==> config.mk <==
export PLATFORM = sky130hd
export DESIGN_NAME = flushEpoch
export DESIGN_NICKNAME = d
export VERILOG_FILES = /design/src/common/icachePkg.sv /design/src/icache/flushEpoch.sv
export SDC_FILE = /design/constraint.sdc
export NUM_CORES = 1
export LEC_CHECK = 0
export BUFFER_PORTS_ARGS = -buffer_cell sky130_fd_sc_hd__buf_4
export CORE_AREA = 2 2 39 41
export CTS_BUF_LIST = sky130_fd_sc_hd__clkbuf_8
export DETAILED_ROUTE_END_ITERATION = 10
export DIE_AREA = 0 0 41 43
export PLACE_DENSITY = 0.56
export SYNTH_ARGS = -nofsm -noshare
export SYNTH_HDL_FRONTEND = slang
export SYNTH_SLANG_ARGS = --single-unit
==> constraint.sdc <==
create_clock -name clock -period 1.1 [get_ports clock]
set_input_delay 0.11 -clock clock [delete_from_list [all_inputs] [get_ports clock]]
set_output_delay 0.11 -clock clock [all_outputs]
set_load 0.01 [all_outputs]
==> src/common/icachePkg.sv <==
package icachePkg;

	// Byte address and line geometry
	localparam int addrWidth = 48;

	typedef logic [43:0] lineAddrT;		// 16-byte line address
	typedef logic [127:0] tileT;		// One cache line
	typedef logic [95:0] windowT;		// Six 16-bit words
	typedef logic [3:0] epochT;			// Flush epoch
	typedef logic [2:0] stepT;			// PC step in 16-bit words

	// Memory command
	typedef logic [4:0] opmT;

	localparam opmT opmReady = 5'b00000;	// Idle bus
	localparam opmT opmReadTile = 5'b00111;	// Fetch one 16-byte line
	localparam opmT opmFlushIs = 5'b01000;	// Invalidate instruction side

	// Memory and fetch status
	typedef logic [1:0] okT;

	localparam okT okReady = 2'b00;		// Idle, may accept a command
	localparam okT okOk = 2'b01;		// Data valid
	localparam okT okHold = 2'b10;		// Busy, try again
	localparam okT okFault = 2'b11;		// Access failed

endpackage

==> src/icache/flushEpoch.sv <==
module flushEpoch(
	input logic clock,
	input logic reset,
	input icachePkg::opmT opm,
	output icachePkg::epochT epoch
);
	import icachePkg::*;

	opmT opmStage1;		// First delay stage
	opmT opmStage2;		// Second delay stage
	logic flushEdge;
	logic bumpEpoch;

	// Leading edge only, a held FLUSHIS counts once
	assign flushEdge = (opmStage1 == opmFlushIs) && (opmStage2 != opmFlushIs);

	always_ff @(posedge clock)
	begin
		if (reset)
		begin
			opmStage1 <= opmReady;
			opmStage2 <= opmReady;
			bumpEpoch <= 1'b0;
			epoch <= '0;
		end
		else
		begin
			opmStage1 <= opm;
			opmStage2 <= opmStage1;
			bumpEpoch <= flushEdge;

			// Every stored line now carries a stale epoch
			if (bumpEpoch)
				epoch <= epoch + 1'b1;		// Wraps
		end
	end

endmodule

==> key figures <==
Clocking
  • Post-CTS Hold Buffers: 0
  • Setup repair bufs after CTS: 0
  • H-Tree Depth: 1
  • CTS root buffer: clkbuf_8
  • Num CTS Buffers: 3
  • CTS Buffer Depth: 2
  • Post-CTS sizing: 0
  • Worst-Skew Late Latency: 0.24 ns
  • Clock transition at the registers of the reported paths: 0.06 ns
  • TritonCTS clock tree: built
  • Clk sink count: 15

Die
  • Initial core utilization: 34.8%
  • Die Y: 43 µm
  • IO Count: 11
  • # rows: 14
  • Core area: 1380 µm²
  • DIE WIDTH: 41 µm
  • Die ar.: 1760 µm²

Global routing
  • Largest net degree at the start of global routing: 16
  • Grt total ovfl: 0
  • Initial antenna violation count: 0
  • Global Route Usage Sum: 10.3%
  • Vias in the first global route: 305
  • Global-route wire length before repair: 1.21 mm

Status
  • Status: finished, violations left
  • Violated checks: negative setup slack

Setup path
  • Setup crit start: opmStage2[4]
  • Reg2reg path depth: 2
  • Worst Setup EP: bumpEpoch
  • Startpoint class of the critical path: flop
  • Crit path capture type: flop
  • RR Endpoint: bumpEpoch
  • RR Startpoint: opmStage2[4]
  • Arr. time, crit path: 1.24 ns
  • Worst R2R Setup Slack: -0.01 ns
  • Worst Path Max Fanout: 1
  • WS Path Type: reg2reg
  • CP required: 1.23 ns

Placed design
  • Cell Count Post-Placement: 67
  • Port bufs: 10
  • RePlAce Congestion: 0.616
  • DP Worst Slack: -0.0160 ns
  • Placed Area: 581 µm²
  • HPWL after DPL: 481 µm

Logic synthesis
  • Post-Syn Area: 482 µm²
  • YS warnings: 0
  • Synth cell types: 15
  • Register area share after synthesis: 62.3%
  • Post-Synthesis Cells: 41
  • Syn avg cell area: 11.7 µm²
  • Yosys reg bits: 15
  • Syn Nets: 49

STA
  • Max-slew violations: 0
  • Max Freq: 0.900 GHz
  • Period utilization: 101%
  • Headroom to the max-slew limit: 80.9%
  • Tightest Pin Transition: 0.284 ns
  • Worst Setup Slack, final: -0.0110 ns
  • Clk_skew: 0.00281 ns
  • RSZ-0062 raised after global routing: true
  • Final setup vio count: 1
  • Crit path time final: 1.11 ns
  • Fin. Hold Viols: 0

Drt
  • DR WL/cell: 9.07 µm
  • DR iter-0 viols: 5
  • DRT Pass-1 Iters: 2
  • Drt via density: 4.44
  • Wirelength, routed: 644 µm
  • Met2 WL: 284 µm
  • Antenna Violating Nets Remaining: 0
  • Routed wl met3: 31 µm
  • Final routed DRC violation total: 0
  • M1 wire length: 328 µm
  • Vias: 315
  • Top Layer Used: met3

Min path
  • Min-delay worst type: in2reg
  • Origin of the worst min-delay path: opm[0]

Finish
  • Util after Layout: 45.3%
  • # nets final: 64
  • Layout cells sized above 1: 30.9%
  • Fin area: 627 µm²
  • Layout fillers: 146
  • # diodes: 0
  • Area grow syn2layout: 30.1%
  • Non-Filler Instances: 71

Job
  • Max Cap Viol: 0

Pwr
  • Lkg Pwr: 0.000275 µW
  • PD cells: 1650 nW/µm²
  • Worst vdd ir: 1.60 mV
==> report_power, final <==
part           switching, µW  leakage (µW)  internal, µW
sequential              6.70      0.000123           563
combinational           18.0      0.000126          29.5
clock                    170     0.0000255           250
==> worst min-delay path by stage <==
stage | endpoint | slack [ns] | cells past startpoint
after detailed placement | opmStage1[0] | 0.33 | 2
after global placement | opmStage1[3] | 0.32 | 2
after floorplan | opmStage1[4] | 0.18 | 1
after global routing | opmStage1[1] | 0.07 | 2
after CTS | opmStage1[0] | 0.07 | 2
final | opmStage1[0] | 0.08 | 2
==> cell families (layout without fill, tap and decap cells) <==
kind of cell               after synthesis  after routing  synth area share (%)
DFF                                     15             15                  62.3
adders and majority gates                1              1                  2.60
buffers and inverters                    1             15                 0.778
muxes                                    2              2                  4.42
xor gates and xnor gates                 1              1                  1.82
and+or+nand+nor                         18             18                  22.9
AOI/OAI and AO/OA                        3              3                  5.19
==> critical path, stage by stage, from the launching register on <==
cell,delay [ns]
dfxtp_1,0.29
or4b_1,0.50
o211a_1,0.21
==> Yosys cell counts, drive strengths merged <==
| master | count | area (µm²) |
|---|---|---|
| dfxtp | 15 | 300 |
| nor2b | 11 | 68.8 |
| nor2 | 3 | 11.3 |
| a21bo | 1 | 10.0 |
| a21oi | 1 | 5.00 |
| clkbuf | 1 | 3.75 |
| ha | 1 | 12.5 |
| mux2 | 1 | 11.3 |
| mux2i | 1 | 10.0 |
| nand3b | 1 | 7.51 |
| nand4 | 1 | 6.26 |
| nor4 | 1 | 6.26 |
| o211a | 1 | 10.0 |
| or4b | 1 | 10.0 |
| xnor2 | 1 | 8.76 |
==> sequential cells by signal, indices dropped and copies added, names as in the netlist <==
| name | flops |
|---|---|
| bumpEpoch | 1 |
| epoch | 4 |
| opmStage1 | 5 |
| opmStage2 | 5 |
==> per-stage QoR <==
step / TNS (ns) / hold WS, ns / power [µW]
6_report: -0.0110 / 0.0777 / 1040
5_1_grt: -0.0440 / 0.0744 / 1110
4_1_cts: -0.0202 / 0.0744 / 1060
3_5_place_dp: -0.0160 / 0.325 / 630
3_3_place_gp: 0 / 0.323 / 629
2_1_floorplan: 0 / 0.182 / 604
==> per-layer routing <==
metal	vias up	track usage [%]
met5	-	0
met2	7	15.0
met4	0	4.00
met3	0	4.71
met1	142	12.9
li1	166	-
==> final cells by class <==
cell class / count / area (µm²) / share of cell area (%)
Sequential cell: 15 / 300 / 47.9
Multi-Input combinational cell: 25 / 178 / 28.3
Timing Repair Buffer: 11 / 82.6 / 13.2
Clock buffer: 3 / 41.3 / 6.59
Tap cell: 16 / 20.0 / 3.19
Clock inverter: 1 / 5.00 / 0.798
==> cells in the final DEF, fill, tap and decap left out <==
master	n
nor2b_1	11
mux2i_1	1
or4b_1	1
ha_1	1
dfxtp_1	15
nor2_1	3
clkbuf_8	3
nor4_1	1
buf_4	11
nand3b_1	1
a21bo_2	1
clkinv_2	1
xnor2_1	1
o211a_1	1
nand4_1	1
mux2_2	1
a21oi_1	1
Power figures use the tool's default switching activity.
