## config.mk

```make
export PLATFORM = sky130hd
export DESIGN_NAME = fetchAddrGen
export DESIGN_NICKNAME = d
export VERILOG_FILES = /design/src/common/icachePkg.sv /design/src/icache/fetchAddrGen.sv
export SDC_FILE = /design/constraint.sdc
export NUM_CORES = 1
export LEC_CHECK = 0
export BUFFER_PORTS_ARGS = -buffer_cell sky130_fd_sc_hd__buf_2
export CAP_MARGIN = 10
export CORE_ASPECT_RATIO = 0.8
export CORE_UTILIZATION = 51
export DETAILED_ROUTE_END_ITERATION = 6
export PLACE_DENSITY_LB_ADDON = 0.05
export SETUP_SLACK_MARGIN = 0.3
export SLEW_MARGIN = 20
export SYNTH_ARGS = -nofsm -noshare
export SYNTH_HDL_FRONTEND = slang
export SYNTH_SLANG_ARGS = --single-unit
export TNS_END_PERCENT = 100
```

## constraint.sdc

```tcl
create_clock -name clock -period 5.7 [get_ports clock]
set_input_delay 0.57 -clock clock [delete_from_list [all_inputs] [get_ports clock]]
set_output_delay 0.57 -clock clock [all_outputs]
set_load 0.02 [all_outputs]
```

## src/common/icachePkg.sv

```systemverilog
package icachePkg;

	// Byte address and line geometry
	localparam int addrWidth = 48;

	typedef logic [43:0] lineAddrT;		// 16-byte line address
	typedef logic [127:0] tileT;		// One cache line
	typedef logic [95:0] windowT;		// Six 16-bit words
	typedef logic [3:0] epochT;			// Flush epoch
	typedef logic [2:0] stepT;			// PC step in 16-bit words

	// Memory command
	typedef logic [4:0] opmT;

	localparam opmT opmReady = 5'b00000;	// Idle bus
	localparam opmT opmReadTile = 5'b00111;	// Fetch one 16-byte line
	localparam opmT opmFlushIs = 5'b01000;	// Invalidate instruction side

	// Memory and fetch status
	typedef logic [1:0] okT;

	localparam okT okReady = 2'b00;		// Idle, may accept a command
	localparam okT okOk = 2'b01;		// Data valid
	localparam okT okHold = 2'b10;		// Busy, try again
	localparam okT okFault = 2'b11;		// Access failed

endpackage

```

## src/icache/fetchAddrGen.sv

```systemverilog
module fetchAddrGen #(
	parameter int IndexBits = 6
)(
	input logic clock,
	input logic reset,
	input logic [icachePkg::addrWidth-1:0] pc,
	input logic hold,
	output icachePkg::lineAddrT lineEven,
	output icachePkg::lineAddrT lineOdd,
	output logic [icachePkg::addrWidth-1:0] fetchPc
);
	import icachePkg::*;

	localparam int LineBits = $bits(lineAddrT);
	localparam int LowBits = IndexBits + 1;		// Parity bit plus index

	logic [addrWidth-1:0] selPc;
	lineAddrT thisLine;
	lineAddrT nextLine;
	logic [LowBits:0] lowSum;		// Top bit is the carry into the tag part

	always_comb
	begin
		// Hold replays the PC already in flight
		selPc = hold ? fetchPc : pc;
		thisLine = selPc[addrWidth-1:4];

		// Next line, add split at the index boundary
		lowSum = {1'b0, thisLine[LowBits-1:0]} + 1'b1;
		nextLine[LowBits-1:0] = lowSum[LowBits-1:0];
		nextLine[LineBits-1:LowBits] = thisLine[LineBits-1:LowBits] + lowSum[LowBits];

		// Steer by line parity
		if (thisLine[0])
		begin
			lineOdd = thisLine;
			lineEven = nextLine;		// Following even line
		end
		else
		begin
			lineEven = thisLine;
			lineOdd = nextLine;
		end
	end

	always_ff @(posedge clock)
	begin
		if (reset)
			fetchPc <= '0;
		else
			fetchPc <= selPc;		// Lines up with the bank read
	end

endmodule

```

==> metrics <==
TNS Setup=0 ns; worst relative slew slack=0.333; Reg clk slew, reported paths=0.10 ns; IO Count=187; antenna violations before repair=0; die height=78.9 um; remaining routing DRC violations=11; post-synthesis async set-or-reset flop share=0; cts hold-fix bufs=0; area of the mapped netlist=3770 um^2; H-tree levels=2; routed vias/inst=5.69; synth unique cells=41; std cell rows=27; status=complete, but fails checks; largest cells by area after synthesis=dfxtp_1, xnor2_1, mux2i_1; fraction of layout cells with a size suffix above 1=0.308; area leader, netlist=dfxtp_1; max reg flops=48; drt pass-1 iters=7; Post-synth EDFFs=0; Core Box Area=7030 um^2; Max Freq=222 MHz; Ys Warns=0; sequential-to-total area share from yosys stat=0.255; GRT Resource Usage Total=0.305; Total Power=924 uW; Avg WL per Cell=16.3 um; crit path DAT=3.94 ns; failing checks=design-rule violations; worst min path class=in -> reg; routability cong.=0.899; # diodes=0; Largest Register=fetchPc; Skew-Pair Late Insertion Delay=0.31 ns; internal reg-to-reg setup slack=4.64 ns; CTS Root Cell=clkbuf_8; Largest regs=fetchPc (48); kind of critical path=in -> out; # setup viols final=0; CTS tree=done; peak supply drop=0.133 mV; postcts setup bufs=0; remaining global-route overflow=0; CP Max Fanout=14; WP data required=5.13 ns; most frequent cell after synthesis=nor2_1; number of synthesized register bits=48; most frequent cell on the critical path=nor3_1; Resized Gates After CTS=0; Non-Filler Instances=743; final net count=709; syn_nets=540; vias in the first global route=3,826; unrepaired setup endpoints after global routing=false; DP Area=4690 um^2; clk sinks=48; PortBufs=184; ANT nets after route=0; Cell Pwr Density=194 nW/um^2; slowest stage delay, CP=0.61 ns; most frequent cells after synthesis=nor2_1, xnor2_1, dfxtp_1, mux2i_1, nand2_1; crit start category=input port; initial core utilization=0.536; Max clock buf depth=2; Worst path slowest cell=nand4_1; max-cap viol count=0; Synth top area share=0.255; worst path bufs/invs=3; die area=7730 um^2; Max Slew Vio Count=0; Detailed Route WL=12,100 um; LEAKAGE=2.16 nW; Fin. Hold Viols=0; hpwl dp=9270 um; min Tclk post-route=4.51 ns; worst-margin pin slew=1.00 ns; Crit path max-delay family=simple AND/OR/NAND/NOR gates; synthesized instance count=486; Die X=98.1 um; CTS Buf Count=5; Avg Cell Area, Syn=7.75 um^2; first-pass GRT wire length=18,800 um; largest net degree at the start of global routing=51; Layout Skew=0 ns; design area=4770 um^2; area delta synth->final=26.7%; dpl cells=735; routed vias=4,231; crit path cell chain=buf_4 > mux2i_1 > nor3_1 > nand2_1 > nor3_1 > ha_1 > ha_1 > inv_1 > a211oi_1 > nand4_1 > nor3_1 > xnor2_1 > buf_2; dominant synthesized flop cell=dfxtp_1; Initial DRC Count=222; Worst setup EP type=output port; final critical-path share of the clock period=0.791
[metal layers]
metal | wire length (um) | vias up | part of all wire | global-route usage
met1 | 5400 | 1955 | 0.45 | 0.401
met3 | 1090 | 25 | 0.090 | 0.0678
met4 | 208 | 0 | 0.017 | 0.0970
met2 | 5420 | 224 | 0.45 | 0.496
met5 | 0 | - | 0 | 0
li1 | - | 2027 | - | -
[kinds of logic after synthesis]
group	after synthesis	synth area share
AOI/OAI and AO/OA	41	0.0701
xor gates and xnor gates	77	0.179
adders and majority gates	3	0.00997
buffers and inverters	34	0.0448
DFF	48	0.255
muxes	51	0.137
other	2	0.00199
and+or+nand+nor	230	0.302
[tightest hold or removal path, delay by kind of cell]
kind	cells	cell delay, ns
and+or+nand+nor	1	0.07
buffers and inverters	1	0.07
muxes	1	0.05
[layout by cell type, fill, tap and decap left out, drive strengths merged, types with 2 or more instances in the layout]
| cell | Yosys | layout |
|---|---|---|
| mux2 | 3 | 3 |
| ha | 3 | 3 |
| inv | 9 | 9 |
| nand2 | 41 | 41 |
| nand4 | 17 | 17 |
| xnor2 | 63 | 63 |
| nor3 | 27 | 27 |
| buf | 15 | 187 |
| conb | 2 | 2 |
| and2 | 2 | 2 |
| a22oi | 5 | 5 |
| clkbuf | 10 | 5 |
| nor2b | 5 | 5 |
| clkinv | 0 | 3 |
| a211o | 3 | 3 |
| nand3 | 27 | 27 |
| xor2 | 14 | 14 |
| a222oi | 2 | 2 |
| nand4b | 7 | 7 |
| o21ai | 8 | 8 |
| nand3b | 13 | 13 |
| dfxtp | 48 | 48 |
| nor4 | 10 | 10 |
| a211oi | 3 | 3 |
| nor2 | 75 | 75 |
| a21oi | 16 | 16 |
| mux2i | 48 | 48 |
| and3 | 2 | 2 |
[metrics by stage]
stage	hold slack, ns	worst slack (ns)	util
after CTS	0.482	1.23	0.679
after global placement	0.470	1.41	0.667
after floorplan	0.590	1.73	-
after global routing	0.512	0.815	0.679
final	0.486	1.19	0.679
after detailed placement	0.484	1.25	0.667
[power by group]
group / total [mW] / switching [mW] / internal, mW
clock: 0.213 / 0.127 / 0.0860
combinational: 0.337 / 0.219 / 0.119
sequential: 0.374 / 0.0183 / 0.355
total: 0.924 / 0.364 / 0.560
[path summary, 6_finish.rpt]
path / depth (start not counted) / end / from
setup / recovery: 13 / lineEven[41] / hold
hold / removal: 3 / fetchPc[2]$_SDFFE_PP0N_ / pc[2]
setup reg to reg: 2 / fetchPc[29]$_SDFF_PP0_ / fetchPc[29]$_SDFF_PP0_
hold reg to reg: 2 / fetchPc[1]$_SDFFE_PP0N_ / fetchPc[1]$_SDFFE_PP0N_
[layout make-up]
| cell class | count | area [um^2] |
|---|---|---|
| well taps | 87 | 109 |
| clock inverters | 3 | 18.8 |
| flip-flops and latches | 48 | 961 |
| repair buffers | 187 | 946 |
| clock buffers | 5 | 68.8 |
| fillers | 631 | 2250 |
| multi-input cells | 404 | 2640 |
| inverters | 9 | 33.8 |
Power figures use the tool's default switching activity.
