## config.mk

```make
export PLATFORM = sky130hd
export DESIGN_NAME = fetchWindow
export DESIGN_NICKNAME = d
export VERILOG_FILES = /design/src/common/icachePkg.sv /design/src/icache/fetchWindow.sv
export SDC_FILE = /design/constraint.sdc
export NUM_CORES = 1
export LEC_CHECK = 0
export BUFFER_PORTS_ARGS = -buffer_cell sky130_fd_sc_hd__clkbuf_2
export CORE_AREA = 2 2 160 162
export DETAILED_ROUTE_END_ITERATION = 10
export DIE_AREA = 0 0 162 164
export PLACE_DENSITY = 0.58
export REMOVE_ABC_BUFFERS = 1
export SLEW_MARGIN = 20
export SYNTH_ARGS = -nofsm -noshare
export SYNTH_HDL_FRONTEND = slang
export SYNTH_SLANG_ARGS = --single-unit
```

## constraint.sdc

```tcl
create_clock -name vclk -period 3.71
set_clock_uncertainty 0.2 [all_clocks]
set_input_delay 0.1855 -clock vclk [all_inputs]
set_output_delay 0.1855 -clock vclk [all_outputs]
set_load 0.03 [all_outputs]
```

## src/common/icachePkg.sv

```systemverilog
package icachePkg;

	// Byte address and line geometry
	localparam int addrWidth = 48;

	typedef logic [43:0] lineAddrT;		// 16-byte line address
	typedef logic [127:0] tileT;		// One cache line
	typedef logic [95:0] windowT;		// Six 16-bit words
	typedef logic [3:0] epochT;			// Flush epoch
	typedef logic [2:0] stepT;			// PC step in 16-bit words

	// Memory command
	typedef logic [4:0] opmT;

	localparam opmT opmReady = 5'b00000;	// Idle bus
	localparam opmT opmReadTile = 5'b00111;	// Fetch one 16-byte line
	localparam opmT opmFlushIs = 5'b01000;	// Invalidate instruction side

	// Memory and fetch status
	typedef logic [1:0] okT;

	localparam okT okReady = 2'b00;		// Idle, may accept a command
	localparam okT okOk = 2'b01;		// Data valid
	localparam okT okHold = 2'b10;		// Busy, try again
	localparam okT okFault = 2'b11;		// Access failed

endpackage

```

## src/icache/fetchWindow.sv

```systemverilog
module fetchWindow(
	input logic [icachePkg::addrWidth-1:0] fetchPc,
	input icachePkg::tileT dataEven,
	input icachePkg::tileT dataOdd,
	input logic hitEven,
	input logic hitOdd,
	input logic fault,
	input logic wxe,
	output icachePkg::windowT pcVal,
	output icachePkg::okT pcOk,
	output icachePkg::stepT pcStep
);
	import icachePkg::*;

	logic [255:0] linePair;		// PC line low, following line high
	logic [255:0] shifted;
	logic [15:0] word0;
	logic [15:0] word2;
	stepT ownStep;

	// 32-bit op prefix
	function automatic logic isLong(input logic [15:0] word);
		return word[15:13] == 3'b111;
	endfunction

	// 32-bit op with the bundle flag set
	function automatic logic isWex(input logic [15:0] word);
		logic [3:0] sel;
		sel = word[12:9];
		return isLong(word)
			&& (sel inside {4'b1111, 4'b1110, 4'b1011, 4'b1010, 4'b0111, 4'b0101});
	endfunction

	always_comb
	begin
		// Odd PC line means the next line comes from the even bank
		if (fetchPc[4])
			linePair = {dataEven, dataOdd};
		else
			linePair = {dataOdd, dataEven};

		shifted = linePair >> {fetchPc[3:1], 4'b0000};		// Word offset into the pair
		pcVal = shifted[95:0];

		word0 = pcVal[15:0];
		word2 = pcVal[47:32];		// Second op of a bundle

		ownStep = isLong(word0) ? 3'd2 : 3'd1;

		// Two or three wide bundle
		if (wxe && isWex(word0))
			pcStep = isWex(word2) ? 3'd6 : 3'd4;
		else
			pcStep = ownStep;

		if (fault)
			pcOk = okFault;		// Only for the fill-done cycle
		else if (!hitEven || !hitOdd)
			pcOk = okHold;
		else
			pcOk = okOk;
	end

endmodule

```

==> impl_metrics.yaml, run 1 <==
layout:
  nFillCells: 2466
  drive_gt1_frac: 0.7347
  syn2layout_area_growth_pct: 27.39
  multi_input_area_um2: 6917
  clock_buffers: 0
  regArea_um2: 0
  utilization: 0.3784
  final_net_count: 1158
  diodes: 0
  layoutNonFillerInstCount: 1178
  design.seq.count: 0
logic_synthesis:
  yosys_warnings: 0
  seq_area_frac_synth: 0
  synth_cells: 538
  avgSynthCellArea_um2: 13.70
  syn_area_um2: 7372
  synth_cell_types: 38
worst_setup_path:
  crit_path_end_kind: "primary output"
  slowest_delay_ns: 0.46
  cp-start-kind: "input pin"
  cp.arrival_ns: 2.54
  crit_type: "input pin to primary output"
  crit_required_ns: 3.32
  crit_slowest_cell: "buf_6"
  crit_chain: "buf_6 > buf_4 > mux4_2 > o21ai_0 > mux2i_1 > o221a_1 > o21ba_1 > clkbuf_2"
  worst-path-buf-inv: 3
  critPathMaxFanout: 75
  cp_top_family: "buffers and inverters"
clocking:
  cts-resized-gates: 0
  post_cts_buffers: 0
  cts_hold_buf: 0
sta:
  worst_pin_slew_ns: 0.7691
  setup_slack_ns: 0.7850
  drv_slew: 0
  min_period_ns: 2.925
  finalCritPeriodShare: 0.7884
  max_freq_mhz: 341.9
  rsz0062_at_grt: "false"
  slew_headroom: 0.4873
  finalSetupTns_ns: 0
  hold_viol_final: 0
  setup-violations-final: 0
placed_design:
  pre_cts_ws_ns: 0.8187
  place_hpwl_mm: 21.62
  dpl.cell_count: 1178
  finalWeightedCongestion: 0.8848
  io_buffers: 365
min_path:
  holdCritStartpoint: "hitEven"
  hold_end: "pcOk[1]"
  worstHoldPathCells: 3
  holdCritPathClass: "input pin to primary output"
power_and_ir_drop:
  power_mw: 1.706
  p_leak_nw: 3.978
  irDropWorstVdd_v: 0.0001558
  power_density_nw_per_um2: 181.6
floorplanning:
  core-area_um2: 24820
  io_pins: 409
  rows: 58
  start_util: 0.2970
  die_h_um: 164
  dieArea_um2: 26570
  die_x_um: 162
drt:
  ant_nets: 0
  drt-wirelength-per-cell_um: 21.94
  vias: 7139
  drt_iter0_drc: 699
  drc: 0
  drt_wl_total_mm: 25.85
  dr.pass1.iters: 5
  drt-vias-per-instance: 6.060
flow_run:
  max_cap_violations: 0
status:
  outcome: "finished, final reports clean"
global_routing:
  grt_pass1_wl_mm: 39.80
  grt.total_usage: 0.1855
  grt_pass1_vias: 7148
  antenna_found_initial: 0
  grt.overflow.total: 0
  grt_max_degree: 76
-- worst max-delay path by stage --
stage                    start        end  slack [ns]  cells after the start
finish              fetchPc[3]  pcStep[1]        0.78                      8
global route        fetchPc[3]  pcStep[1]        0.66                      8
CTS                 fetchPc[3]  pcStep[1]        0.81                      8
detailed placement  fetchPc[3]  pcStep[1]        0.82                      8
global placement    fetchPc[3]  pcStep[1]        0.85                      8
floorplan           fetchPc[1]  pcStep[2]        0.94                      6
-- cells in the mapped netlist (all sizes together), types with 2 or more instances --
library cell    n  area, µm²
a211oi          3      22.52
a21o            2      15.01
a21oi          17      85.08
a22oi          13      97.59
and2            2      12.51
buf            68      414.1
clkbuf          8      30.03
inv             3      11.26
mux2           20      225.2
mux2i          88      880.8
mux4          224       5097
nand2          16      60.06
nand3           3      20.02
nand3b          2      15.01
nor2           20      75.07
nor2b           6      37.54
nor4            2      12.51
o2111ai         2      17.52
o211ai          2      20.02
o21ai          25      125.1
o221a           2      22.52
or2             3      18.77
-- report_power, final --
| group | switching (mW) | internal [mW] |
|---|---|---|
| Clock | 0 | 0 |
| Combinational | 0.935 | 0.771 |
| Sequential | 0 | 0 |
-- layout make-up --
cell class	instances	area share
repair buffers	386	0.2184
multi-input cells	459	0.7365
well taps	330	0.04396
inverters	3	0.001199
-- cell usage in the layout, fill, tap and decap left out, types with 13 or more instances in the layout --
| cell type | count |
|---|---|
| a21oi_1 | 17 |
| a22oi_1 | 13 |
| buf_4 | 19 |
| clkbuf_2 | 361 |
| mux2_2 | 20 |
| mux2i_1 | 88 |
| mux4_1 | 14 |
| mux4_2 | 210 |
| nand2_1 | 16 |
| nor2_1 | 20 |
| o21ai_0 | 23 |
-- per-layer routing --
layer  track usage  part of all wire  up-vias
li1              -                 -     3083
met1        0.2422              0.39     3635
met5             0                 0        -
met2        0.3294              0.50      394
met4       0.01689             0.011        0
met3       0.04015              0.10       27
-- per-stage QoR --
step / cell area [µm²] / hold slack, ns
after global routing: 9392 / 0.5444
after detailed placement: 9392 / 0.5084
after floorplan: 6928 / 0.3413
final: 9392 / 0.5103
after global placement: 9392 / 0.5002
after CTS: 9392 / 0.5091
-- cells by family after synthesis --
family | synth area share
and+or+nand+nor | 0.03581
AOI/OAI and AO/OA | 0.06093
buffers and inverters | 0.06178
muxes | 0.8415
No activity file was read; power rests on OpenSTA's default activity.
==> run 2: changes to the inputs <==
ABC_AREA = 1   (was unset)
CORE_AREA = 2 2 157 159   (was 2 2 160 162)
DIE_AREA = 0 0 159 161   (was 0 0 162 164)
PLACE_DENSITY = 0.61   (was 0.58)
clock period = 2.4 ns   (was 3.71 ns; I/O delays follow)
==> impl_metrics.yaml, run 2 <==
logic_synthesis:
  synth.most_common_cell: "nand2_1"
  synth_mux_area_frac: 0.02811
  syn_area_um2: 7122
  synth-xor-area-share: 0
  yosys.area_share.adder: 0
  yosys.area.top_type: "nand2_1"
  synth_cell_types: 27
  yosys.area.top_type_share: 0.3294
  synthTopCellsByArea: "nand2_1, nand3_1, o21ai_0"
  seq_area_frac_synth: 0
  synthSimpleGateAreaFrac: 0.5741
  yosys_warnings: 0
  synth_commonest_cells: "nand2_1, nand3_1, o21ai_0, nor2_1, clkbuf_1"
  avgSynthCellArea_um2: 4.554
  synth_cells: 1564
  synth_top_family_by_area: "simple AND/OR/NAND/NOR gates"
  synth_compound_area_frac: 0.2732
global_routing:
  antenna_found_initial: 3
  grt_pass1_wl_mm: 48.50
  grt_pass1_vias: 9876
  grt_max_degree: 106
  grt.total_usage: 0.2197
  grt.overflow.total: 0
sta:
  finalCritPeriodShare: 0.9306
  finalSetupTns_ns: 0
  drv_slew: 0
  hold_viol_final: 0
  rsz0062_at_grt: "false"
  max_freq_mhz: 447.7
  worst_pin_slew_ns: 0.4391
  setup-violations-final: 0
  slew_headroom: 0.7073
  min_period_ns: 2.233
worst_setup_path:
  slowest_delay_ns: 0.31
  crit_type: "input pin to primary output"
  crit_top_cell: "nand2_1"
  cp.arrival_ns: 1.91
  cp-start-kind: "input pin"
  crit_chain: "buf_6 > inv_4 > buf_12 > nand2_1 > nand2_1 > nor2_1 > a31oi_1 > nand2_1 > o21ai_1 > nor2_1 > a31oi_1 > clkbuf_2"
  crit_required_ns: 2.08
  crit_slowest_cell: "buf_12"
  critPathMaxFanout: 62
  crit_path_end_kind: "primary output"
layout:
  layout_commonest_cell: "nand2_1"
  syn2layout_area_growth_pct: 29.85
  clock_buffers: 0
  utilization: 0.3859
  design.seq.count: 0
  final_net_count: 2134
  drive_gt1_frac: 0.2237
  layout_common_cells: "nand2_1, clkbuf_2, nand3_1"
  diodes: 0
  regArea_um2: 0
drt:
  drt-vias-per-instance: 5.373
  drt_iter0_drc: 1207
  dr.pass1.iters: 6
  drt-wirelength-per-cell_um: 14.51
  ant_nets: 0
  drt_wl_total_mm: 31.16
  vias: 11540
  drc: 0
power_and_ir_drop:
  irDropWorstVdd_v: 0.0001361
  share_seq_of_total_power: 0
  power_density_nw_per_um2: 261.2
  power_switching_mw: 1.608
  p_leak_nw: 5.014
  power_frac_comb: 1.000
  power_frac_clock: 0
  swShare: 0.6657
  p_int_uw: 807.7
status:
  outcome: "finished, final reports clean"
floorplanning:
  rows: 57
  dieArea_um2: 25600
  die_h_um: 161
  io_pins: 409
  core-area_um2: 23960
  start_util: 0.2972
  die_x_um: 159
min_path:
  holdCritPathClass: "input pin to primary output"
clocking:
  cts-resized-gates: 0
  cts_hold_buf: 0
  post_cts_buffers: 0
flow_run:
  max_cap_violations: 0
placed_design:
  place_hpwl_mm: 24.05
  io_buffers: 365
  finalWeightedCongestion: 0.8992
[run 2: changes by cell type after synthesis, sizes merged, moves of 45 or more]
cell | previous run | this run
a31oi | 0 | 49
clkbuf | 8 | 53
inv | 3 | 52
mux2i | 88 | 20
mux4 | 224 | 0
nand2 | 16 | 625
nand3 | 3 | 261
nor2 | 20 | 110
o21ai | 25 | 221
[run 2: area by class of cell]
class                           instances  area, µm²
Fill cell                            2789      14720
Inverter                               52      202.7
Multi-Input combinational cell       1371       6235
Tap cell                              324      405.4
Timing Repair Buffer                  401       2405
[run 2: metrics by stage]
| stage | instance area [µm²] | hold WS (ns) | total power [mW] | setup slack, ns | std cells |
|---|---|---|---|---|---|
| 6_report | 9248 | 0.3755 | 2.416 | 0.1665 | 2148 |
| 4_1_cts | 9184 | 0.3794 | 2.386 | 0.1934 | 2146 |
| 3_3_place_gp | 9184 | 0.3693 | 2.358 | 0.2449 | 2146 |
| 2_1_floorplan | 6430 | 0.2447 | 1.423 | -2.030 | 1423 |
| 3_5_place_dp | 9184 | 0.3796 | 2.378 | 0.2025 | 2146 |
| 5_1_grt | 9248 | 0.3934 | 2.649 | 0.001236 | 2148 |
[run 2: worst paths after layout]
| kind | from | endpoint | slack [ns] | depth (start not counted) |
|---|---|---|---|---|
| max | fetchPc[4] | pcVal[24] | 0.17 | 12 |
| min | hitOdd | pcOk[1] | 0.38 | 3 |
[run 2: logic make-up (layout without fill, tap and decap cells)]
group                  Yosys count  after routing
AO/OA/AOI/OAI                  352            352
buffers and inverters          193            453
multiplexers                    20             20
AND/OR/NAND/NOR                999            999
[run 2: critical path, delay by kind of cell]
kind	cells	cell delay (ns)
buf+inv	4	0.88
compound gates	3	0.51
simple gates	5	0.38
[run 2: layer usage]
metal | vias to the layer above | routed length, µm | track usage
met2 | 557 | 14810 | 0.3864
met1 | 5128 | 13050 | 0.2877
met3 | 62 | 2484 | 0.02876
li1 | 5790 | - | -
met5 | - | 27 | 0
met4 | 4 | 786 | 0.04628
[run 2: power groups by stage]
| stage | logic [mW] | registers [mW] | clock network, mW |
|---|---|---|---|
| after floorplan | 1.42 | 0 | 0 |
| after global placement | 2.36 | 0 | 0 |
| after detailed placement | 2.38 | 0 | 0 |
| after CTS | 2.39 | 0 | 0 |
| after global routing | 2.65 | 0 | 0 |
| final | 2.42 | 0 | 0 |
