`src/common/icachePkg.sv`:
```
package icachePkg;

	// Byte address and line geometry
	localparam int addrWidth = 48;

	typedef logic [43:0] lineAddrT;		// 16-byte line address
	typedef logic [127:0] tileT;		// One cache line
	typedef logic [95:0] windowT;		// Six 16-bit words
	typedef logic [3:0] epochT;			// Flush epoch
	typedef logic [2:0] stepT;			// PC step in 16-bit words

	// Memory command
	typedef logic [4:0] opmT;

	localparam opmT opmReady = 5'b00000;	// Idle bus
	localparam opmT opmReadTile = 5'b00111;	// Fetch one 16-byte line
	localparam opmT opmFlushIs = 5'b01000;	// Invalidate instruction side

	// Memory and fetch status
	typedef logic [1:0] okT;

	localparam okT okReady = 2'b00;		// Idle, may accept a command
	localparam okT okOk = 2'b01;		// Data valid
	localparam okT okHold = 2'b10;		// Busy, try again
	localparam okT okFault = 2'b11;		// Access failed

endpackage

```
`src/icache/missFill.sv`:
```
module missFill #(
	parameter int IndexBits = 6
)(
	input logic clock,
	input logic reset,
	input logic hitEven,
	input logic hitOdd,
	input icachePkg::lineAddrT reqEven,
	input icachePkg::lineAddrT reqOdd,
	input icachePkg::okT memOk,
	input icachePkg::tileT memData,
	output icachePkg::opmT memOpm,
	output logic [icachePkg::addrWidth-1:0] memAddr,
	output icachePkg::tileT fillData,
	output logic fillEven,
	output logic fillOdd,
	output logic fault
);
	import icachePkg::*;

	okT memOkR;			// Registered memory status
	tileT memDataR;		// Registered memory data
	logic latchEven;	// Fill in flight for the even bank
	logic latchOdd;		// Fill in flight for the odd bank
	logic fillDone;		// Line written, waiting for memory idle
	logic missEven;
	logic missOdd;
	logic takeData;

	assign missEven = !hitEven;
	assign missOdd = !hitOdd;

	// Memory answered the outstanding read
	assign takeData = (latchEven || latchOdd) && !fillDone
		&& ((memOkR == okOk) || (memOkR == okFault));

	// Memory data in, line out to the banks
	always_ff @(posedge clock)
	begin
		memDataR <= memData;
		if (takeData)
			fillData <= memDataR;
	end

	always_ff @(posedge clock)
	begin
		if (reset)
		begin
			memOkR <= okReady;
			latchEven <= 1'b0;
			latchOdd <= 1'b0;
			fillDone <= 1'b0;
			memOpm <= opmReady;
			memAddr <= '0;
			fillEven <= 1'b0;
			fillOdd <= 1'b0;
			fault <= 1'b0;
		end
		else
		begin
			memOkR <= memOk;
			fillEven <= 1'b0;		// Strobes last one cycle
			fillOdd <= 1'b0;
			fault <= 1'b0;

			if (!latchEven && !latchOdd)
			begin
				memOpm <= opmReady;
				// Even bank wins when both miss
				if ((missEven || missOdd) && (memOkR == okReady))
				begin
					latchEven <= missEven;
					latchOdd <= !missEven;
					memOpm <= opmReadTile;
					memAddr <= {missEven ? reqEven : reqOdd, 4'b0000};
				end
			end
			else if (!fillDone)
			begin
				// Keep the read up through okHold
				if (takeData)
				begin
					fillEven <= latchEven;
					fillOdd <= latchOdd;
					fault <= (memOkR == okFault);		// Faulted line still written
					memOpm <= opmReady;
					fillDone <= 1'b1;
				end
			end
			else
			begin
				memOpm <= opmReady;
				// Memory idle again
				// A bank that still misses restarts from the top
				if (memOkR == okReady)
				begin
					latchEven <= 1'b0;
					latchOdd <= 1'b0;
					fillDone <= 1'b0;
				end
			end
		end
	end

	// One bank at a time
	oneLatch: assert property (@(posedge clock) disable iff (reset)
		!(latchEven && latchOdd));

	// Only read and idle codes on the fill port
	legalOpm: assert property (@(posedge clock) disable iff (reset)
		(memOpm == opmReady) || (memOpm == opmReadTile));

	// Core hold keeps the target entry fixed until the write
	evenIdxHeld: assert property (@(posedge clock) disable iff (reset)
		(latchEven && !fillDone) |=> $stable(reqEven[IndexBits:1]));
	oddIdxHeld: assert property (@(posedge clock) disable iff (reset)
		(latchOdd && !fillDone) |=> $stable(reqOdd[IndexBits:1]));

endmodule

```
`config.mk`:
```
export PLATFORM = sky130hd
export DESIGN_NAME = missFill
export DESIGN_NICKNAME = d
export VERILOG_FILES = /design/src/common/icachePkg.sv /design/src/icache/missFill.sv
export SDC_FILE = /design/constraint.sdc
export NUM_CORES = 1
export LEC_CHECK = 0
export ABC_CLOCK_PERIOD_IN_PS = 6490
export BUFFER_PORTS_ARGS = -buffer_cell sky130_fd_sc_hd__buf_2
export CAP_MARGIN = 20
export CORE_MARGIN = 1.5
export CORE_UTILIZATION = 28
export CTS_CLUSTER_SIZE = 14
export DETAILED_ROUTE_END_ITERATION = 10
export GPL_TIMING_DRIVEN = 0
export SLEW_MARGIN = 5
export SYNTH_ARGS = -nofsm -noshare
export SYNTH_HDL_FRONTEND = slang
export SYNTH_SLANG_ARGS = --single-unit
```
`constraint.sdc`:
```
create_clock -name clock -period 6.49 [get_ports clock]
set_clock_uncertainty 0.2 [all_clocks]
set_input_delay 1.298 -clock clock [delete_from_list [all_inputs] [get_ports clock]]
set_output_delay 1.298 -clock clock [all_outputs]
set_load 0.05 [all_outputs]
```
==> qor.csv, run 1 <==
metric,value,unit
outcome,"complete, no violations",
grt_first_pass_wirelength,32.5,mm
period_share,43.3,%
crit_path_start_kind,flop,
timing.hold.worst_endpoint,fillData[91],
clock_sink_count,309,
post_cts_resized,0,
critical_path_required,4990,ps
h-tree-depth,2,
syn_area_per_cell,17.6,um2
r2r.worst_path.cells,6,
hold_path.class,reg -> reg,
antenna_violation_net_count_after_detailed_routing,0,
ff_latch_area,7470,um2
synthToLayoutAreaGrowth,42.8,%
cts.clk_slew.worst_paths,60,ps
fin_nets,1166,
multi_input_logic_area,1180,um2
drv_cap,0,
detail_route.wl_per_cell,15.8,um
setup_repair_after_global_routing_missed_its_margin,false,
max-slew-margin-rel,56.3,%
netlist.top_cell.by_area,edfxtp_1,
seq_area_frac_synth,84.6,%
clock_latency_of_the_later_clocked_register_in_the_worst_skew_pair,500,ps
r2r-end,fillData[126],
final-setup-viol-count,0,
vias,5559,
worst_pin_slew,655,ps
grt_usage,13.0,%
yosys-top-cells-area,"edfxtp_1, dfxtp_1, mux2i_1, a211oi_1, a21oi_1",
routed_wirelength,21.6,mm
portBuffers,398,
post_layout_nonfiller_instances,1367,
numCtsBuffers,34,
count_of_standard_cell_rows,64,
fillCellCount,2889,
postCtsSetupRepairBufs,0,
drt_pass1_iterations,4,
regToRegSetupSlack,3920,ps
synthDominantCellAreaShare,43.6,%
floorplan.io_pins,406,
max_freq,0.356,GHz
initial_utilization,28.6,%
floorplan.die.width,181,um
p_leak,5.48,nW
cts_max_path_buffers,3,
worst-path-max-fanout,4,
count_of_placed_standard_cells_including_taps,1304,
path_delay_family,flip-flops,
synth.lib_cells_used.distinct,23,
cp_max_delay_cell,dfxtp_1,
finalMaxSlewViolations,0,
worst_path_largest_cell_delay,430,ps
grt_max_degree,35,
vdd.ir_drop.worst,0.144,mV
cp-end-kind,primary output,
routabilityCongestion,0.769,
yosysWarningCount,0,
hold_path_depth,0,
period_needed,2810,ps
drc_errors,0,
detailed_place_hpwl,16.5,mm
post_drt_via_cell_ratio,4.07,
crit_path_cell_trace,buf_4 -> buf_2,
yosys_register_bits,309,
holdWs,195,ps
grt-ovfl-total,0,
design.core.area,30800,um2
hold_viol,0,
drt_iter0_markers,240,
die-area,32600,um2
synthesis.instances,501,
vias_in_the_first_global_route,5722,
holdBufCountCts,0,
power_density,368,nW/um2
share_of_final_layout_standard_cells_stronger_than_drive_strength_1,50.2,%
antenna_found_initial,1,
crit-reg2reg-launch,latchOdd,
cts_tree,built,
critical_path.n_buffers_inverters,2,
worst-endpoint-arrival,1310,ps
floorplan.die.height,181,um
hold_path.startpoint,memDataR[91],
clk_root_buffer_cell,clkbuf_16,
syn_std_cell_area,8820,um2
setup.worst_path.class,reg -> out,
[synthesized netlist by cell type]
library cell / number
a21oi_1: 46
or2_2: 1
and3_1: 1
a22oi_1: 2
edfxtp_1: 128
nor2_1: 6
nor2b_1: 2
buf_4: 18
or3b_2: 1
and2_1: 3
or4b_2: 1
nand2b_1: 1
nand2_1: 2
mux2i_1: 44
conb_1: 1
a211oi_1: 44
dfxtp_1: 181
nor3b_1: 1
o21ai_0: 1
buf_2: 8
nor3_1: 1
a211oi_4: 1
clkbuf_1: 7
[worst max path at each step]
stage | slack, ps | cells past startpoint | endpoint | from
global route | 3630 | 2 | memOpm[2] | memOpm[1]
CTS | 3640 | 2 | memOpm[2] | memOpm[1]
finish | 3680 | 2 | memOpm[2] | memOpm[1]
floorplan | 1710 | 4 | fillData[0] | latchOdd
global placement | -360 | 4 | fillData[62] | latchOdd
detailed placement | 3520 | 6 | memAddr[39] | hitOdd
[state kept, by name, summed over array words and instances (netlist names)]
name / cells
fault: 1
fillEven: 1
fillOdd: 1
fillDone: 1
latchEven: 1
memAddr: 44
memOkR: 2
fillData: 128
latchOdd: 1
memOpm: 1
memDataR: 128
[worst reg2reg max path: stages (launching register included)]
cell and delay, ps:
dfxtp_1 420, nor2_1 120, buf_2 200, buf_2 220, nor2_4 550, buf_12 290
buf_12 250
[logic make-up (layout without fill, tap and decap cells)]
kind of cell / count (synthesis) / after routing / synth area share, %
buffers and inverters: 33 / 497 / 2.28
multiplexers: 44 / 44 / 4.99
flip-flops: 309 / 309 / 84.6
AND/OR/NAND/NOR: 20 / 20 / 1.26
AO/OA/AOI/OAI: 94 / 94 / 6.81
other: 1 / 7 / 0.0425
[through the flow]
stage	worst slack, ps	util [%]	instance area (um2)	total power [mW]	TNS [ps]
floorplan	1710	-	8850	2.52	0
global placement	-359	36.8	11300	2.68	-44580
detailed placement	3520	37.0	11400	2.69	0
CTS	3640	40.9	12600	4.71	0
global route	3630	40.9	12600	4.83	0
finish	3680	40.9	12600	4.64	0
[area by class of cell]
| cell class | count | area share [%] |
|---|---|---|
| Timing Repair Buffer | 402 | 16.4 |
| Sequential cell | 309 | 59.2 |
| Clock inverter | 20 | 2.23 |
| Tap cell | 396 | 3.93 |
| Antenna cell | 1 | 0.0199 |
| Multi-Input combinational cell | 164 | 9.38 |
| Clock buffer | 42 | 7.15 |
| Buffer | 33 | 1.60 |
[placed cells by master (no fill, tap or decap), types with 2 or more instances in the layout]
cell / netlist / routed
clkbuf_1: 7 / 13
clkinv_4: 0 / 2
buf_2: 8 / 406
clkinv_2: 0 / 4
edfxtp_1: 128 / 128
buf_12: 0 / 4
clkbuf_16: 0 / 34
a21oi_1: 46 / 46
and2_1: 3 / 3
conb_1: 1 / 6
dfxtp_1: 181 / 181
bufinv_16: 0 / 6
inv_6: 0 / 3
buf_4: 18 / 18
a211oi_1: 44 / 44
a22oi_1: 2 / 2
nor2_1: 6 / 5
clkinv_1: 0 / 2
clkbuf_8: 0 / 2
mux2i_1: 44 / 44
nand2_1: 2 / 2
nor2b_1: 2 / 2
[power by group]
group,switching [mW],leakage (nW),total (mW),internal [mW]
Sequential,0.0360,2.68,2.16,2.13
Combinational,0.334,2.22,0.479,0.145
Clock,0.761,0.577,2.00,1.24
Total,1.13,5.48,4.64,3.51
[metal layers]
layer / vias up / GRT usage (%) / part of all wire [%]
met4: 0 / 4.74 / 2.3
met2: 323 / 22.9 / 49
met5: - / 0 / 0
met1: 2483 / 14.4 / 39
li1: 2714 / - / -
met3: 39 / 4.95 / 10
No activity file was read; power rests on OpenSTA's default activity.
==> run 2, diff against run 1 <==
--- a/config.mk
+++ b/config.mk
@@ -5,7 +5,7 @@
 export SDC_FILE = /design/constraint.sdc
 export NUM_CORES = 1
 export LEC_CHECK = 0
-export ABC_CLOCK_PERIOD_IN_PS = 6490
+export ABC_CLOCK_PERIOD_IN_PS = 2400
 export BUFFER_PORTS_ARGS = -buffer_cell sky130_fd_sc_hd__buf_2
 export CAP_MARGIN = 20
 export CORE_MARGIN = 1.5
==> constraint.sdc (replaced) <==
create_clock -name clock -period 2.4 [get_ports clock]
set_clock_uncertainty 0.2 [all_clocks]
set_input_delay 0.48 -clock clock [delete_from_list [all_inputs] [get_ports clock]]
set_output_delay 0.48 -clock clock [all_outputs]
set_load 0.05 [all_outputs]
==> run 2 against run 1 <==
Combinational power grew to 3.1 times the previous value. Clock power grew to 2.6 times the previous value. Critical path depth stayed put. Power grew to 2.7 times the previous value. Flip-flop and latch count stayed put. Worst setup slack worse by 3300 ps. Sequential share of layout area is 5.5 points lower. Via count is 11% higher. Worst hold slack worse by 150 ps. Critical path type unchanged. Largest cell class unchanged. Largest power group unchanged.
==> qor.csv, run 2 (synthesis results as in run 1) <==
metric,value,unit
floorplan.die.height,181,um
drt_pass1_iterations,4,
drv_cap,0,
detail_route.wl_per_cell,16.4,um
crit_start,memOpm[1],
portBuffers,398,
floorplan.die.width,181,um
worst-path-max-fanout,4,
hold_viol,0,
final_common_cell,buf_2,
synthToLayoutAreaGrowth,57.5,%
clock_power_share,41.0,%
numCtsBuffers,34,
count_of_standard_cell_rows,64,
fin_nets,1299,
cts_max_path_buffers,3,
routed_wirelength,24.5,mm
reg.largest.list,"fillData: 128 flops, memDataR: 128 flops, memAddr: 44 flops",
critical_path_required,1720,ps
max-slew-margin-rel,52.8,%
share_of_final_layout_standard_cells_stronger_than_drive_strength_1,44.8,%
cts.clk_slew.worst_paths,60,ps
hold_path.class,in -> reg,
vias_in_the_first_global_route,6551,
floorplan.io_pins,406,
seqPwrFrac,46.9,%
finalMaxSlewViolations,0,
regToRegSetupSlack,490,ps
grt_first_pass_wirelength,36.5,mm
vdd.ir_drop.worst,0.411,mV
antenna_violation_net_count_after_detailed_routing,0,
design.core.area,30800,um2
final_area,13900,um2
cts_tree,built,
power.net_switching,3.11,mW
drt_iter0_markers,194,
grt-ovfl-total,0,
outcome,"complete, no violations",
crit-reg2reg-launch,latchEven,
cp-end-kind,primary output,
h-tree-depth,2,
crit_path_start_kind,flop,
worst_pin_slew,688,ps
clock_latency_of_the_later_clocked_register_in_the_worst_skew_pair,500,ps
worst-endpoint-arrival,1350,ps
hold_path_depth,2,
final-setup-viol-count,0,
drc_errors,0,
grt_usage,14.7,%
r2r.worst_path.cells,6,
period_needed,2030,ps
clk_root_buffer_cell,clkbuf_16,
switching_share,24.9,%
power_density,898,nW/um2
r2r-end,fillData[107],
n_antenna_cell,0,
routabilityCongestion,0.774,
share_comb_of_total_power,12.0,%
power.internal,9.37,mW
initial_utilization,28.6,%
setup.worst_path.class,reg -> out,
post_drt_via_cell_ratio,4.12,
antenna_found_initial,0,
dpl-instance-area,11500,um2
p_leak,6.03,nW
crit_path_end,memOpm[1],
commonest_non_fill_non_tap_cells_in_the_layout,"buf_2, dfxtp_1, dlygate4sd3_1",
detailed_place_hpwl,17.3,mm
clock_sink_count,309,
max_freq,0.493,GHz
vias,6176,
period_share,84.5,%
setup_repair_after_global_routing_missed_its_margin,false,
grt_max_degree,34,
layout.core_utilization,45.1,%
die-area,32600,um2
## run 2: cell type report
type                    count  area, um2
fillers                  2766      16900
well taps                 396        495
multi-input cells         164       1190
plain buffers              33        214
repair buffers            535       3400
clock inverters            16        154
flip-flops and latches    309       7470
clock buffers              46        968
## run 2: per-layer routing
| metal | part of all wire [%] | vias up | wire length [um] | track usage [%] |
|---|---|---|---|---|
| li1 | - | 2982 | - | - |
| met2 | 51 | 329 | 12500 | 27.1 |
| met1 | 37 | 2808 | 9100 | 15.1 |
| met5 | 0 | - | 0 | 0 |
| met4 | 3.5 | 0 | 854 | 6.18 |
| met3 | 8.4 | 57 | 2060 | 4.81 |
## run 2: worst min path at each step
stage / start / to / slack [ps]
floorplan: memDataR[0] / fillData[0] / 190
global placement: memDataR[115] / fillData[115] / 190
global route: memOk[1] / memOkR[1] / 40
detailed placement: memDataR[12] / fillData[12] / 190
finish: memOk[1] / memOkR[1] / 40
CTS: memOk[1] / memOkR[1] / 30
## run 2: timing repair
item / CTS / global route
hold endpoints to repair: 129 / 0
endpoints found under the setup margin: 33 / 0
setup buffers: 4 / 0
hold buffers: 129 / 0
resized for setup: 0 / 0
## run 2: power groups by stage
stage / registers [mW] / clock network (mW) / logic, mW
after floorplan: 6.46 / 0 / 0.362
after global routing: 5.88 / 5.51 / 1.59
after detailed placement: 5.97 / 0 / 1.33
after global placement: 5.97 / 0 / 1.31
final: 5.86 / 5.12 / 1.50
after CTS: 5.86 / 5.30 / 1.52
## run 2: metrics by stage
step / cells / hold slack (ps) / power [mW] / setup WS (ps) / TNS (ps)
3_3_place_gp: 1300 / 185 / 7.28 / -1900 / -242020
6_report: 1499 / 43.5 / 12.5 / 372 / 0
2_1_floorplan: 506 / 186 / 6.82 / -751 / -96180
5_1_grt: 1499 / 43.8 / 13.0 / 341 / 0
3_5_place_dp: 1304 / 189 / 7.30 / -54.0 / -1090
4_1_cts: 1499 / 25.1 / 12.7 / 350 / 0
## run 2: worst max-delay path: stages (launching register included)
cell and delay (ps):
dfxtp_1 450, buf_4 150, buf_2 250
==> run 3, diff against run 2 <==
--- a/config.mk
+++ b/config.mk
@@ -5,7 +5,7 @@
 export SDC_FILE = /design/constraint.sdc
 export NUM_CORES = 1
 export LEC_CHECK = 0
-export ABC_CLOCK_PERIOD_IN_PS = 2400
+export ABC_CLOCK_PERIOD_IN_PS = 1670
 export BUFFER_PORTS_ARGS = -buffer_cell sky130_fd_sc_hd__buf_2
 export CAP_MARGIN = 20
 export CORE_MARGIN = 1.5
==> constraint.sdc (replaced) <==
create_clock -name clock -period 1.67 [get_ports clock]
set_clock_uncertainty 0.2 [all_clocks]
set_input_delay 0.334 -clock clock [delete_from_list [all_inputs] [get_ports clock]]
set_output_delay 0.334 -clock clock [all_outputs]
set_load 0.05 [all_outputs]
==> run 3 against run 2 <==
The flow now finishes with violations (negative setup slack). Largest power group unchanged. Clock power rose by 44%. Register-to-register slack got worse by 510 ps. Core utilization rose by 4.3 points. Flip-flop and latch count did not move. Sequential power rose by 44%. Global-route usage rose by 1.3 points.
==> qor.csv, run 3 (synthesis results as in run 1) <==
metric,value,unit
worst-endpoint-arrival,1850,ps
switching_share,25.1,%
share_of_final_layout_standard_cells_stronger_than_drive_strength_1,44.6,%
synthToLayoutAreaGrowth,72.5,%
regToRegSetupSlack,-20,ps
drv_cap,0,
period_needed,1690,ps
commonest_non_fill_non_tap_cells_in_the_layout,"buf_2, dlygate4sd3_1, dfxtp_1",
worst_slack,-19.3,ps
place_ws,-763,ps
vdd.ir_drop.worst,0.597,mV
grt_first_pass_wirelength,39.7,mm
n_antenna_cell,0,
vias,6592,
die-area,32600,um2
cts_tree,built,
fin_nets,1382,
grt_usage,15.9,%
outcome,"complete, but fails checks",
drt_iter0_markers,196,
power.total,18.4,mW
routed_wirelength,27.4,mm
antenna_found_initial,0,
setup.worst_path.class,in -> reg,
h-tree-depth,2,
worst_pin_slew,704,ps
detail_route.wl_per_cell,17.3,um
final_common_cell,buf_2,
reg.largest.list,"fillData: 128 flops, memDataR: 128 flops, memAddr: 44 flops",
setup_repair_after_global_routing_missed_its_margin,true,
critical_path_required,1830,ps
grt-ovfl-total,0,
max_freq,0.592,GHz
floorplan.die.width,181,um
clock_power_share,40.2,%
hold_viol,0,
routabilityCongestion,0.774,
clock_sink_count,309,
share_comb_of_total_power,13.9,%
cts_max_path_buffers,3,
cp-end-kind,flop,
portBuffers,398,
power.internal,13.8,mW
power_density,1210,nW/um2
max-slew-margin-rel,53.1,%
floorplan.io_pins,406,
vias_in_the_first_global_route,7156,
period_share,101,%
power.net_switching,4.61,mW
hold_path.class,in -> reg,
failing_checks,negative setup slack,
post_drt_via_cell_ratio,4.17,
finalMaxSlewViolations,0,
crit_path_start_kind,primary input,
clock_latency_of_the_later_clocked_register_in_the_worst_skew_pair,500,ps
antenna_violation_net_count_after_detailed_routing,0,
grt_max_degree,25,
clk_root_buffer_cell,clkbuf_16,
p_leak,6.53,nW
detailed_place_hpwl,17.3,mm
worst-path-max-fanout,10,
holdWs,17.9,ps
timing.setup.tns,-112,ps
seqPwrFrac,45.9,%
count_of_standard_cell_rows,64,
layout.core_utilization,49.4,%
initial_utilization,28.6,%
floorplan.die.height,181,um
drt_pass1_iterations,4,
drc_errors,0,
cts.clk_slew.worst_paths,60,ps
design.core.area,30800,um2
numCtsBuffers,34,
final-setup-viol-count,12,
run 3: changes by cell type in the layout (fill, tap and decap cells not counted), sizes merged:
cell,delta
clkbuf,+39
buf,-19
dlygate4sd3,+62
bufbuf,+1
run 3: worst max-delay path: stages:
cell and delay [ps]:
buf_2 120, buf_4 200, clkbuf_4 290, mux2i_1 240, dlygate4sd3_1 590, a211oi_1 70
run 3: area by class of cell:
type / instances / area, um2
well taps: 396 / 495
fillers: 2579 / 15600
clock inverters: 16 / 154
plain buffers: 32 / 244
multi-input cells: 164 / 1240
clock buffers: 46 / 968
flip-flops and latches: 309 / 7480
repair buffers: 619 / 4640
run 3: through the flow:
stage	cell area (um2)	std cells
3_5_place_dp	11500	1304
2_1_floorplan	8880	506
3_3_place_gp	11400	1300
5_1_grt	15200	1582
6_report	15200	1582
4_1_cts	14900	1577
run 3: path summary, 6_finish.rpt:
check	startpoint	end	depth (start not counted)
setup / recovery	hitEven	memAddr[36]	6
hold / removal	reqOdd[0]	memAddr[4]	3
setup reg to reg	latchOdd	fillData[14]	7
hold reg to reg	memDataR[104]	fillData[104]	0
run 3: power by group through the flow:
stage	clock network, mW	logic, mW	registers, mW
floorplan	0	0.520	9.28
global placement	0	1.88	8.57
detailed placement	0	1.92	8.57
CTS	7.62	2.45	8.42
global route	7.94	2.69	8.46
finish	7.39	2.56	8.43
run 3: routing by layer:
metal	GRT usage [%]	share of wire, %	vias up	routed length [um]
met4	5.92	3.1	0	853
met2	30.1	53	342	14400
met1	16.4	36	3039	9890
met5	0	0	-	0
li1	-	-	3154	-
met3	4.83	8.3	57	2270
run 3: what timing repair did:
| action | 4_1_cts | 5_1_grt |
|---|---|---|
| resized for setup | 52 | 119 |
| buffers inserted | 19 | 2 |
| pin swaps | 2 | 1 |
| endpoints found under the hold margin | 162 | 1 |
| setup endpoints to repair | 196 | 180 |
| hold buffers | 189 | 2 |
| cloned | 5 | 2 |
